===== src/rtl/minisrc_pkg.sv =====
package minisrc_pkg;

	localparam int data_w = 32;
	localparam int shamt_w = 5;

	// iteration counts of the sequential units.
	localparam int mul_iters = 16;
	localparam int div_iters = 32;
	localparam int mul_cnt_w = 4;
	localparam int div_cnt_w = 5;

	// encodings follow the instruction set opcode field.
	typedef enum logic [4:0] {
		op_ld = 5'd0,
		op_ldi,
		op_st,
		op_add,
		op_sub,
		op_and,
		op_or,
		op_shr,
		op_shra,
		op_shl,
		op_ror,
		op_rol,
		op_addi,
		op_andi,
		op_ori,
		op_mul,
		op_div,
		op_neg,
		op_not,
		op_branch,
		op_jr,
		op_jal,
		op_in,
		op_out,
		op_mfhi,
		op_mflo,
		op_nop,
		op_halt = 5'd27
	} alu_op_e;

	typedef enum logic [1:0] {idle, busy, hold_ack} exec_state_e;

	typedef enum logic [1:0] {s_idle, s_run, s_done} seq_state_e;

endpackage

===== src/rtl/minisrc_exec.sv =====
`timescale 1ns/1ps

module minisrc_exec (
	input  logic                            clk,
	input  logic                            arst_n,
	input  logic                            req,
	output logic                            ack,
	input  minisrc_pkg::alu_op_e            opcode,
	input  logic                            inc_pc,
	input  logic                            br_flag,
	input  logic [minisrc_pkg::data_w-1:0]  y,
	input  logic [minisrc_pkg::data_w-1:0]  b,
	output logic [minisrc_pkg::data_w-1:0]  result_hi,
	output logic [minisrc_pkg::data_w-1:0]  result_lo
);

	import minisrc_pkg::*;

	logic              start;
	logic              done;
	logic [data_w-1:0] alu_hi;
	logic [data_w-1:0] alu_lo;

	exec_ctrl i_exec_ctrl (
		.clk       (clk),
		.arst_n    (arst_n),
		.req       (req),
		.ack       (ack),
		.opcode    (opcode),
		.inc_pc    (inc_pc),
		.start     (start),
		.done      (done),
		.alu_hi    (alu_hi),
		.alu_lo    (alu_lo),
		.result_hi (result_hi),
		.result_lo (result_lo)
	);

	alu i_alu (
		.clk     (clk),
		.arst_n  (arst_n),
		.start   (start),
		.done    (done),
		.inc_pc  (inc_pc),
		.br_flag (br_flag),
		.opcode  (opcode),
		.y       (y),
		.b       (b),
		.hi      (alu_hi),
		.lo      (alu_lo)
	);

endmodule


===== src/rtl/exec_ctrl.sv =====
`timescale 1ns/1ps

module exec_ctrl (
	input  logic                            clk,
	input  logic                            arst_n,
	input  logic                            req,
	output logic                            ack,
	input  minisrc_pkg::alu_op_e            opcode,
	input  logic                            inc_pc,
	output logic                            start,
	input  logic                            done,
	input  logic [minisrc_pkg::data_w-1:0]  alu_hi,
	input  logic [minisrc_pkg::data_w-1:0]  alu_lo,
	output logic [minisrc_pkg::data_w-1:0]  result_hi,
	output logic [minisrc_pkg::data_w-1:0]  result_lo
);

	import minisrc_pkg::*;

	exec_state_e state;

	// architectural HI and LO.
	logic [data_w-1:0] hi_reg;
	logic [data_w-1:0] lo_reg;
	logic              hilo_wr;
	logic              rd_hi;
	logic              rd_lo;

	assign hilo_wr = !inc_pc && (opcode == op_mul || opcode == op_div);
	assign rd_hi = !inc_pc && (opcode == op_mfhi);
	assign rd_lo = !inc_pc && (opcode == op_mflo);

	always_ff @(posedge clk or negedge arst_n) begin
		if (!arst_n) begin
			state <= idle;
			start <= 1'b0;
			ack <= 1'b0;
			hi_reg <= '0;
			lo_reg <= '0;
			result_hi <= '0;
			result_lo <= '0;
		end else begin
			case (state)
				idle: begin
					if (req) begin
						start <= 1'b1;
						state <= busy;
					end
				end
				busy: begin
					start <= 1'b0;
					if (done) begin
						ack <= 1'b1;
						state <= hold_ack;
						if (hilo_wr) begin
							hi_reg <= alu_hi;
							lo_reg <= alu_lo;
						end
						if (rd_hi) begin
							result_hi <= '0;
							result_lo <= hi_reg;
						end else if (rd_lo) begin
							result_hi <= '0;
							result_lo <= lo_reg;
						end else begin
							result_hi <= alu_hi;
							result_lo <= alu_lo;
						end
					end
				end
				hold_ack: begin
					// results stay put until the requester lets go.
					if (!req) begin
						ack <= 1'b0;
						state <= idle;
					end
				end
				default: state <= idle;
			endcase
		end
	end

endmodule


===== src/rtl/alu.sv =====
`timescale 1ns/1ps

module alu (
	input  logic                            clk,
	input  logic                            arst_n,
	input  logic                            start,
	output logic                            done,
	input  logic                            inc_pc,
	input  logic                            br_flag,
	input  minisrc_pkg::alu_op_e            opcode,
	input  logic [minisrc_pkg::data_w-1:0]  y,
	input  logic [minisrc_pkg::data_w-1:0]  b,
	output logic [minisrc_pkg::data_w-1:0]  hi,
	output logic [minisrc_pkg::data_w-1:0]  lo
);

	import minisrc_pkg::*;

	logic [data_w-1:0] add_res;
	logic [data_w-1:0] sub_res;
	logic [data_w-1:0] shr_res;
	logic [data_w-1:0] shra_res;
	logic [data_w-1:0] shl_res;
	logic [data_w-1:0] ror_res;
	logic [data_w-1:0] rol_res;
	logic [data_w-1:0] mul_hi;
	logic [data_w-1:0] mul_lo;
	logic [data_w-1:0] div_quo;
	logic [data_w-1:0] div_rem;
	logic              is_mul;
	logic              is_div;
	logic              mul_done;
	logic              div_done;

	assign add_res = y + b;
	assign sub_res = y - b;

	// inc_pc overrides the opcode, so it also blocks the sequential units.
	assign is_mul = !inc_pc && (opcode == op_mul);
	assign is_div = !inc_pc && (opcode == op_div);

	assign done = (start && !is_mul && !is_div) || mul_done || div_done;

	shift_rotate_32 i_shift_rotate_32 (
		.value  (y),
		.amount (b[shamt_w-1:0]),
		.shr    (shr_res),
		.shra   (shra_res),
		.shl    (shl_res),
		.ror    (ror_res),
		.rol    (rol_res)
	);

	booth_mul_32 i_booth_mul_32 (
		.clk          (clk),
		.arst_n       (arst_n),
		.start        (start && is_mul),
		.multiplicand (y),
		.multiplier   (b),
		.done         (mul_done),
		.hi           (mul_hi),
		.lo           (mul_lo)
	);

	nonrestoring_div_32 i_nonrestoring_div_32 (
		.clk       (clk),
		.arst_n    (arst_n),
		.start     (start && is_div),
		.dividend  (y),
		.divisor   (b),
		.done      (div_done),
		.quotient  (div_quo),
		.remainder (div_rem)
	);

	always_comb begin
		hi = '0;
		lo = '0;
		if (inc_pc) begin
			lo = b + 32'd1;
		end else begin
			case (opcode)
				op_ld, op_ldi, op_st, op_addi, op_add: lo = add_res;
				op_sub:          lo = sub_res;
				op_and, op_andi: lo = y & b;
				op_or, op_ori:   lo = y | b;
				op_shr:          lo = shr_res;
				op_shra:         lo = shra_res;
				op_shl:          lo = shl_res;
				op_ror:          lo = ror_res;
				op_rol:          lo = rol_res;
				op_neg:          lo = -b;
				op_not:          lo = ~b;
				op_branch:       lo = br_flag ? add_res : y;
				op_mul: begin
					hi = mul_hi;
					lo = mul_lo;
				end
				op_div: begin
					hi = div_rem;
					lo = div_quo;
				end
				default: lo = '0;
			endcase
		end
	end

endmodule


===== src/rtl/nonrestoring_div_32.sv =====
`timescale 1ns/1ps

module nonrestoring_div_32 (
	input  logic                            clk,
	input  logic                            arst_n,
	input  logic                            start,
	input  logic [minisrc_pkg::data_w-1:0]  dividend,
	input  logic [minisrc_pkg::data_w-1:0]  divisor,
	output logic                            done,
	output logic [minisrc_pkg::data_w-1:0]  quotient,
	output logic [minisrc_pkg::data_w-1:0]  remainder
);

	import minisrc_pkg::*;

	seq_state_e state;
	logic [div_cnt_w-1:0] count;

	// partial remainder carries one extra sign bit.
	logic [data_w:0]   rem_q;
	logic [data_w-1:0] quo_q;
	logic [data_w-1:0] dsr_q;
	logic [data_w-1:0] dvd_q;
	logic              neg_quo;
	logic              neg_rem;
	logic              div_zero;

	logic [data_w-1:0] dvd_mag;
	logic [data_w-1:0] dsr_mag;
	logic [data_w:0]   shifted;
	logic [data_w:0]   rem_next;
	logic [data_w:0]   rem_fix;

	assign dvd_mag = dividend[data_w-1] ? -dividend : dividend;
	assign dsr_mag = divisor[data_w-1] ? -divisor : divisor;

	// subtract while the partial remainder is positive, add back otherwise.
	assign shifted = {rem_q[data_w-1:0], quo_q[data_w-1]};
	assign rem_next = rem_q[data_w] ? shifted + {1'b0, dsr_q} : shifted - {1'b0, dsr_q};

	always_ff @(posedge clk or negedge arst_n) begin
		if (!arst_n) begin
			state <= s_idle;
			count <= '0;
		end else begin
			case (state)
				s_idle: begin
					if (start) begin
						count <= '0;
						state <= s_run;
					end
				end
				s_run: begin
					count <= count + 1'b1;
					if (count == div_cnt_w'(div_iters - 1))
						state <= s_done;
				end
				default: state <= s_idle;
			endcase
		end
	end

	always_ff @(posedge clk) begin
		if (state == s_idle && start) begin
			rem_q <= '0;
			quo_q <= dvd_mag;
			dsr_q <= dsr_mag;
			dvd_q <= dividend;
			neg_quo <= dividend[data_w-1] ^ divisor[data_w-1];
			neg_rem <= dividend[data_w-1];
			div_zero <= (divisor == '0);
		end else if (state == s_run) begin
			rem_q <= rem_next;
			quo_q <= {quo_q[data_w-2:0], ~rem_next[data_w]};
		end
	end

	// final correction of a negative remainder, then the signs.
	assign rem_fix = rem_q[data_w] ? rem_q + {1'b0, dsr_q} : rem_q;

	always_comb begin
		if (div_zero) begin
			quotient = '1;
			remainder = dvd_q;
		end else begin
			quotient = neg_quo ? -quo_q : quo_q;
			remainder = neg_rem ? -rem_fix[data_w-1:0] : rem_fix[data_w-1:0];
		end
	end

	assign done = (state == s_done);

endmodule


===== src/rtl/booth_mul_32.sv =====
`timescale 1ns/1ps

module booth_mul_32 (
	input  logic                            clk,
	input  logic                            arst_n,
	input  logic                            start,
	input  logic [minisrc_pkg::data_w-1:0]  multiplicand,
	input  logic [minisrc_pkg::data_w-1:0]  multiplier,
	output logic                            done,
	output logic [minisrc_pkg::data_w-1:0]  hi,
	output logic [minisrc_pkg::data_w-1:0]  lo
);

	import minisrc_pkg::*;

	seq_state_e state;
	logic [mul_cnt_w-1:0] count;

	// product layout is {acc (data_w+2), multiplier (data_w), guard bit}.
	logic [2*data_w+2:0] prod;
	logic [data_w+1:0] mcand;
	logic [data_w+1:0] mcand_ext;

	function automatic logic [2*data_w+2:0] booth_step(
		input logic [2*data_w+2:0] p,
		input logic [data_w+1:0]   m
	);
		logic [data_w+1:0] acc;
		logic [2*data_w+2:0] sum;
		case (p[2:0])
			3'b001, 3'b010: acc = p[2*data_w+2:data_w+1] + m;
			3'b011:         acc = p[2*data_w+2:data_w+1] + (m << 1);
			3'b100:         acc = p[2*data_w+2:data_w+1] - (m << 1);
			3'b101, 3'b110: acc = p[2*data_w+2:data_w+1] - m;
			default:        acc = p[2*data_w+2:data_w+1];
		endcase
		sum = {acc, p[data_w:0]};
		// arithmetic shift right by two.
		return {{2{sum[2*data_w+2]}}, sum[2*data_w+2:2]};
	endfunction

	assign mcand_ext = {{2{multiplicand[data_w-1]}}, multiplicand};

	// the loading edge already retires the first digit.
	always_ff @(posedge clk or negedge arst_n) begin
		if (!arst_n) begin
			state <= s_idle;
			count <= '0;
		end else begin
			case (state)
				s_idle: begin
					if (start) begin
						count <= mul_cnt_w'(1);
						state <= s_run;
					end
				end
				s_run: begin
					count <= count + 1'b1;
					if (count == mul_cnt_w'(mul_iters - 1))
						state <= s_done;
				end
				default: state <= s_idle;
			endcase
		end
	end

	always_ff @(posedge clk) begin
		if (state == s_idle && start) begin
			mcand <= mcand_ext;
			prod <= booth_step({{(data_w+2){1'b0}}, multiplier, 1'b0}, mcand_ext);
		end else if (state == s_run) begin
			prod <= booth_step(prod, mcand);
		end
	end

	assign done = (state == s_done);
	assign hi = prod[2*data_w:data_w+1];
	assign lo = prod[data_w:1];

endmodule


===== src/rtl/shift_rotate_32.sv =====
`timescale 1ns/1ps

module shift_rotate_32 (
	input  logic [minisrc_pkg::data_w-1:0]  value,
	input  logic [minisrc_pkg::shamt_w-1:0] amount,
	output logic [minisrc_pkg::data_w-1:0]  shr,
	output logic [minisrc_pkg::data_w-1:0]  shra,
	output logic [minisrc_pkg::data_w-1:0]  shl,
	output logic [minisrc_pkg::data_w-1:0]  ror,
	output logic [minisrc_pkg::data_w-1:0]  rol
);

	import minisrc_pkg::*;

	logic [2*data_w-1:0] doubled;
	logic [2*data_w-1:0] ror_wide;
	logic [2*data_w-1:0] rol_wide;

	assign shr = value >> amount;
	assign shl = value << amount;

	// sign bit refills from the left.
	assign shra = $signed(value) >>> amount;

	// rotates come from a doubled copy so an amount of zero needs no special case.
	assign doubled = {value, value};
	assign ror_wide = doubled >> amount;
	assign rol_wide = doubled << amount;

	assign ror = ror_wide[data_w-1:0];
	assign rol = rol_wide[2*data_w-1:data_w];

endmodule


===== config.mk =====
export PLATFORM = sky130hd
export DESIGN_NAME = minisrc_exec
export DESIGN_NICKNAME = d
export VERILOG_FILES = /design/src/rtl/minisrc_pkg.sv /design/src/rtl/minisrc_exec.sv /design/src/rtl/exec_ctrl.sv /design/src/rtl/alu.sv /design/src/rtl/nonrestoring_div_32.sv /design/src/rtl/booth_mul_32.sv /design/src/rtl/shift_rotate_32.sv
export SDC_FILE = /design/constraint.sdc
export NUM_CORES = 2
export LEC_CHECK = 0
export BUFFER_PORTS_ARGS = -buffer_cell sky130_fd_sc_hd__buf_2
export CAP_MARGIN = 20
export CELL_PAD_IN_SITES_DETAIL_PLACEMENT = 0
export CELL_PAD_IN_SITES_GLOBAL_PLACEMENT = 1
export CORE_MARGIN = 2
export CORE_UTILIZATION = 25
export DETAILED_ROUTE_END_ITERATION = 8
export GPL_TIMING_DRIVEN = 0
export PLACE_DENSITY = 0.59
export SYNTH_ARGS = -nofsm -noshare
export SYNTH_HDL_FRONTEND = slang
export SYNTH_SLANG_ARGS = --single-unit
export TNS_END_PERCENT = 100

===== constraint.sdc =====
create_clock -name clk -period 13.85 [get_ports clk]
set_input_delay 2.77 -clock clk [delete_from_list [all_inputs] [get_ports clk]]
set_output_delay 2.77 -clock clk [all_outputs]
set_load 0.005 [all_outputs]

==> flow_summary.json <==
{
  "io_pins": 139,
  "synth_top_area_cell": "edfxtp_1",
  "required_ns": 14.46,
  "synth_cell_types": 96,
  "cp-end-kind": "flip-flop",
  "max_slew_margin_pct": 13.4,
  "vias_per_cell": 5.96,
  "cts_resized": 0,
  "routed_wl_mm": 252,
  "cp_data_arrival_time_ns": 9.69,
  "p_leak_uw": 0.0172,
  "fmax_mhz": 110,
  "wire_per_inst_um": 35.1,
  "synthArstFlopShare_pct": 38.9,
  "synthTopCellsByArea": "edfxtp_1, dfrtp_1, ha_1, xnor2_1, o21ai_0",
  "dieWidth_um": 396,
  "final.period_utilization_pct": 65.6,
  "ant_nets": 0,
  "synthAdderAreaFrac_pct": 8.02,
  "syn-num-nets": 5208,
  "syn-cell-area_um2": 38500,
  "die_h_um": 396,
  "holdCritPathClass": "reg -> reg",
  "drc": 0,
  "gp_congestion": 1.07,
  "grt_setup_unrepaired": "no",
  "layout_common_cells": "nand2_1, nor2_1, o21ai_0",
  "yosys.area_share.simple_pct": 19.3,
  "core.rowCount": 143,
  "numPortBuffers": 136,
  "place_ws_ns": 4.24,
  "highest_layer": "met5",
  "status": "finished clean",
  "clock_skew_ns": 0.0611,
  "grt_pass1_vias": 39900,
  "cts.sinks": 373,
  "largestRegisters": "i_alu.i_booth_mul_32.prod x65, i_alu.i_nonrestoring_div_32.rem_q x33",
  "drt-met1-wl_mm": 99.2,
  "yosysSeqAreaShare_pct": 26.4,
  "synth_compound_area_share_pct": 26.4,
  "syn_to_final_growth_pct": 13.6,
  "start_util_pct": 25.2,
  "cts-root-buf": "clkbuf_16",
  "route.met3.wl_mm": 23.8,
  "track_usage_pct": 31.0,
  "synth_top_area_share_pct": 15.2,
  "setup_tns_ns": 0,
  "die_area_um2": 157000,
  "coreArea_um2": 152000,
  "cp_max_fo": 11,
  "synth_mux_area_share_pct": 5.85,
  "power_density_nw_per_um2": 184,
  "largest_reg_flops": 65,
  "cts_setup_buffers": 0,
  "crit_path_start_kind": "input pin",
  "regMostFlops": "i_alu.i_booth_mul_32.prod",
  "first_pass_iters": 6,
  "grt_max_degree": 84,
  "nets": 5415,
  "synth_top_family_by_area": "compound AO/OA/AOI/OAI gates",
  "hold_buffers": 0,
  "cts_tree": "yes",
  "nFillCells": 16700,
  "synth_edf_count": 195,
  "clockBufferDepth": 3,
  "cts.clk_slew.worst_paths_ns": 0.06,
  "route.met2.wl_mm": 110,
  "synthFlopType": "edfxtp_1",
  "setup_violations": 0,
  "antenna_found_initial": 24,
  "final_common_cell": "nand2_1",
  "tightest_slew_ns": 1.29,
  "worstSetupPathType": "in -> reg",
  "period_needed_ns": 9.09,
  "synthXorXnorAreaFrac_pct": 9.24,
  "num_vias": 42800,
  "drive_above_1_share_pct": 7.24,
  "hold_viol": 0,
  "netlist_instances": 4891,
  "hpwl_mm": 201,
  "peakVddDrop_mv": 0.107,
  "overflow": 0,
  "clk_latency_ns": 0.68,
  "h-tree-depth": 2,
  "whs_ns": 0.467,
  "drv_slew": 0,
  "ys_ff_latch": 373,
  "grt_pass1_wl_mm": 338,
  "setup_ws_ns": 4.76,
  "cts_buffers": 48,
  "syn_avg_cell_area_um2": 7.87,
  "cap_viol_max_count": 0,
  "ys_warn_count": 0,
  "drt_iter0_markers": 5688
}
[metrics by stage]
stage / util (%) / power [uW] / cell area [um^2] / instances
after global placement: 27.4 / 6550 / 41700 / 7057
after global routing: 28.7 / 8490 / 43700 / 7169
final: 28.7 / 8030 / 43700 / 7183
after CTS: 28.6 / 7950 / 43600 / 7164
after detailed placement: 27.5 / 6550 / 42000 / 7075
after floorplan: - / 4920 / 38500 / 4891
[final cells by class]
class | count | area, um^2 | area share [%]
multi-input cells | 4023 | 26500 | 60.6
flip-flops and latches | 373 | 10100 | 23.2
well taps | 2030 | 2540 | 5.81
clock buffers | 63 | 1370 | 3.14
plain buffers | 341 | 1310 | 2.99
repair buffers | 157 | 932 | 2.13
inverters | 154 | 581 | 1.33
clock inverters | 26 | 320 | 0.733
diodes | 16 | 40.0 | 0.0916
[critical path, stage by stage]
cell and delay [ns]:
buf_2 0.15, clkbuf_1 0.44, clkbuf_1 0.55, inv_1 0.21
clkbuf_1 0.32, clkbuf_1 0.56, ha_1 0.50, clkbuf_1 0.37
a21oi_1 0.22, o21ai_0 0.48, a211oi_1 0.30, o31ai_1 0.47
o221ai_1 0.43, o41ai_1 0.78, a221o_1 0.25, o21ai_0 0.10
a31oi_1 0.47, a221oi_1 0.09, o21ai_0 0.18
[kinds of logic (layout without fill, tap and decap cells)]
group / Yosys count / after routing
xor+xnor: 406 / 406
simple gates: 1624 / 1624
compound gates: 1595 / 1595
fa+ha+maj: 243 / 243
other cells: 0 / 16
buf+inv: 495 / 741
mux: 155 / 155
flops: 373 / 373
[report_power, final]
| part | switching (uW) | internal (uW) | leakage, uW |
|---|---|---|---|
| registers | 395 | 1540 | 0.00400 |
| clock network | 591 | 785 | 0.000815 |
| logic | 3000 | 1730 | 0.0123 |
| total | 3980 | 4050 | 0.0172 |
[per-layer routing]
metal  up-vias  track usage [%]
li1      18400                -
met1     21300             38.5
met2      2481             47.9
met3       588             7.70
met4        20             19.5
met5         -                0
[path summary, 6_finish.rpt]
| check | slack [ns] | from | cells after the start | to |
|---|---|---|---|---|
| worst min-delay path | 0.47 | i_exec_ctrl.lo_reg[15] | 2 | i_exec_ctrl.lo_reg[15] |
| worst max-delay path | 4.76 | b[3] | 19 | i_exec_ctrl.result_lo[28] |
| worst min register to register | 0.47 | i_exec_ctrl.lo_reg[15] | 2 | i_exec_ctrl.lo_reg[15] |
| min in group asynchronous | 2.15 | arst_n | 1 | i_exec_ctrl.result_lo[4] |
| worst max register to register | 5.94 | i_alu.i_nonrestoring_div_32.rem_q[32] | 22 | i_alu.i_nonrestoring_div_32.quo_q[0] |
| max in group asynchronous | 10.81 | arst_n | 2 | i_alu.i_nonrestoring_div_32.count[1] |
[cell usage after synthesis, types with 44 or more instances]
cell type  number
nand2_1       543
nor2_1        514
o21ai_0       445
a21oi_1       389
xnor2_1       293
clkbuf_1      278
ha_1          237
edfxtp_1      195
dfrtp_1       145
inv_1         145
a21o_1        115
nor3_1        113
xor2_1        113
nand3_1       111
a221oi_1       84
mux2i_1        82
o22ai_1        75
a31oi_1        58
mux4_2         54
or3_1          50
buf_1          47
a211oi_1       45
nand2b_1       44
Note: power is estimated with default switching activity, not from simulation.
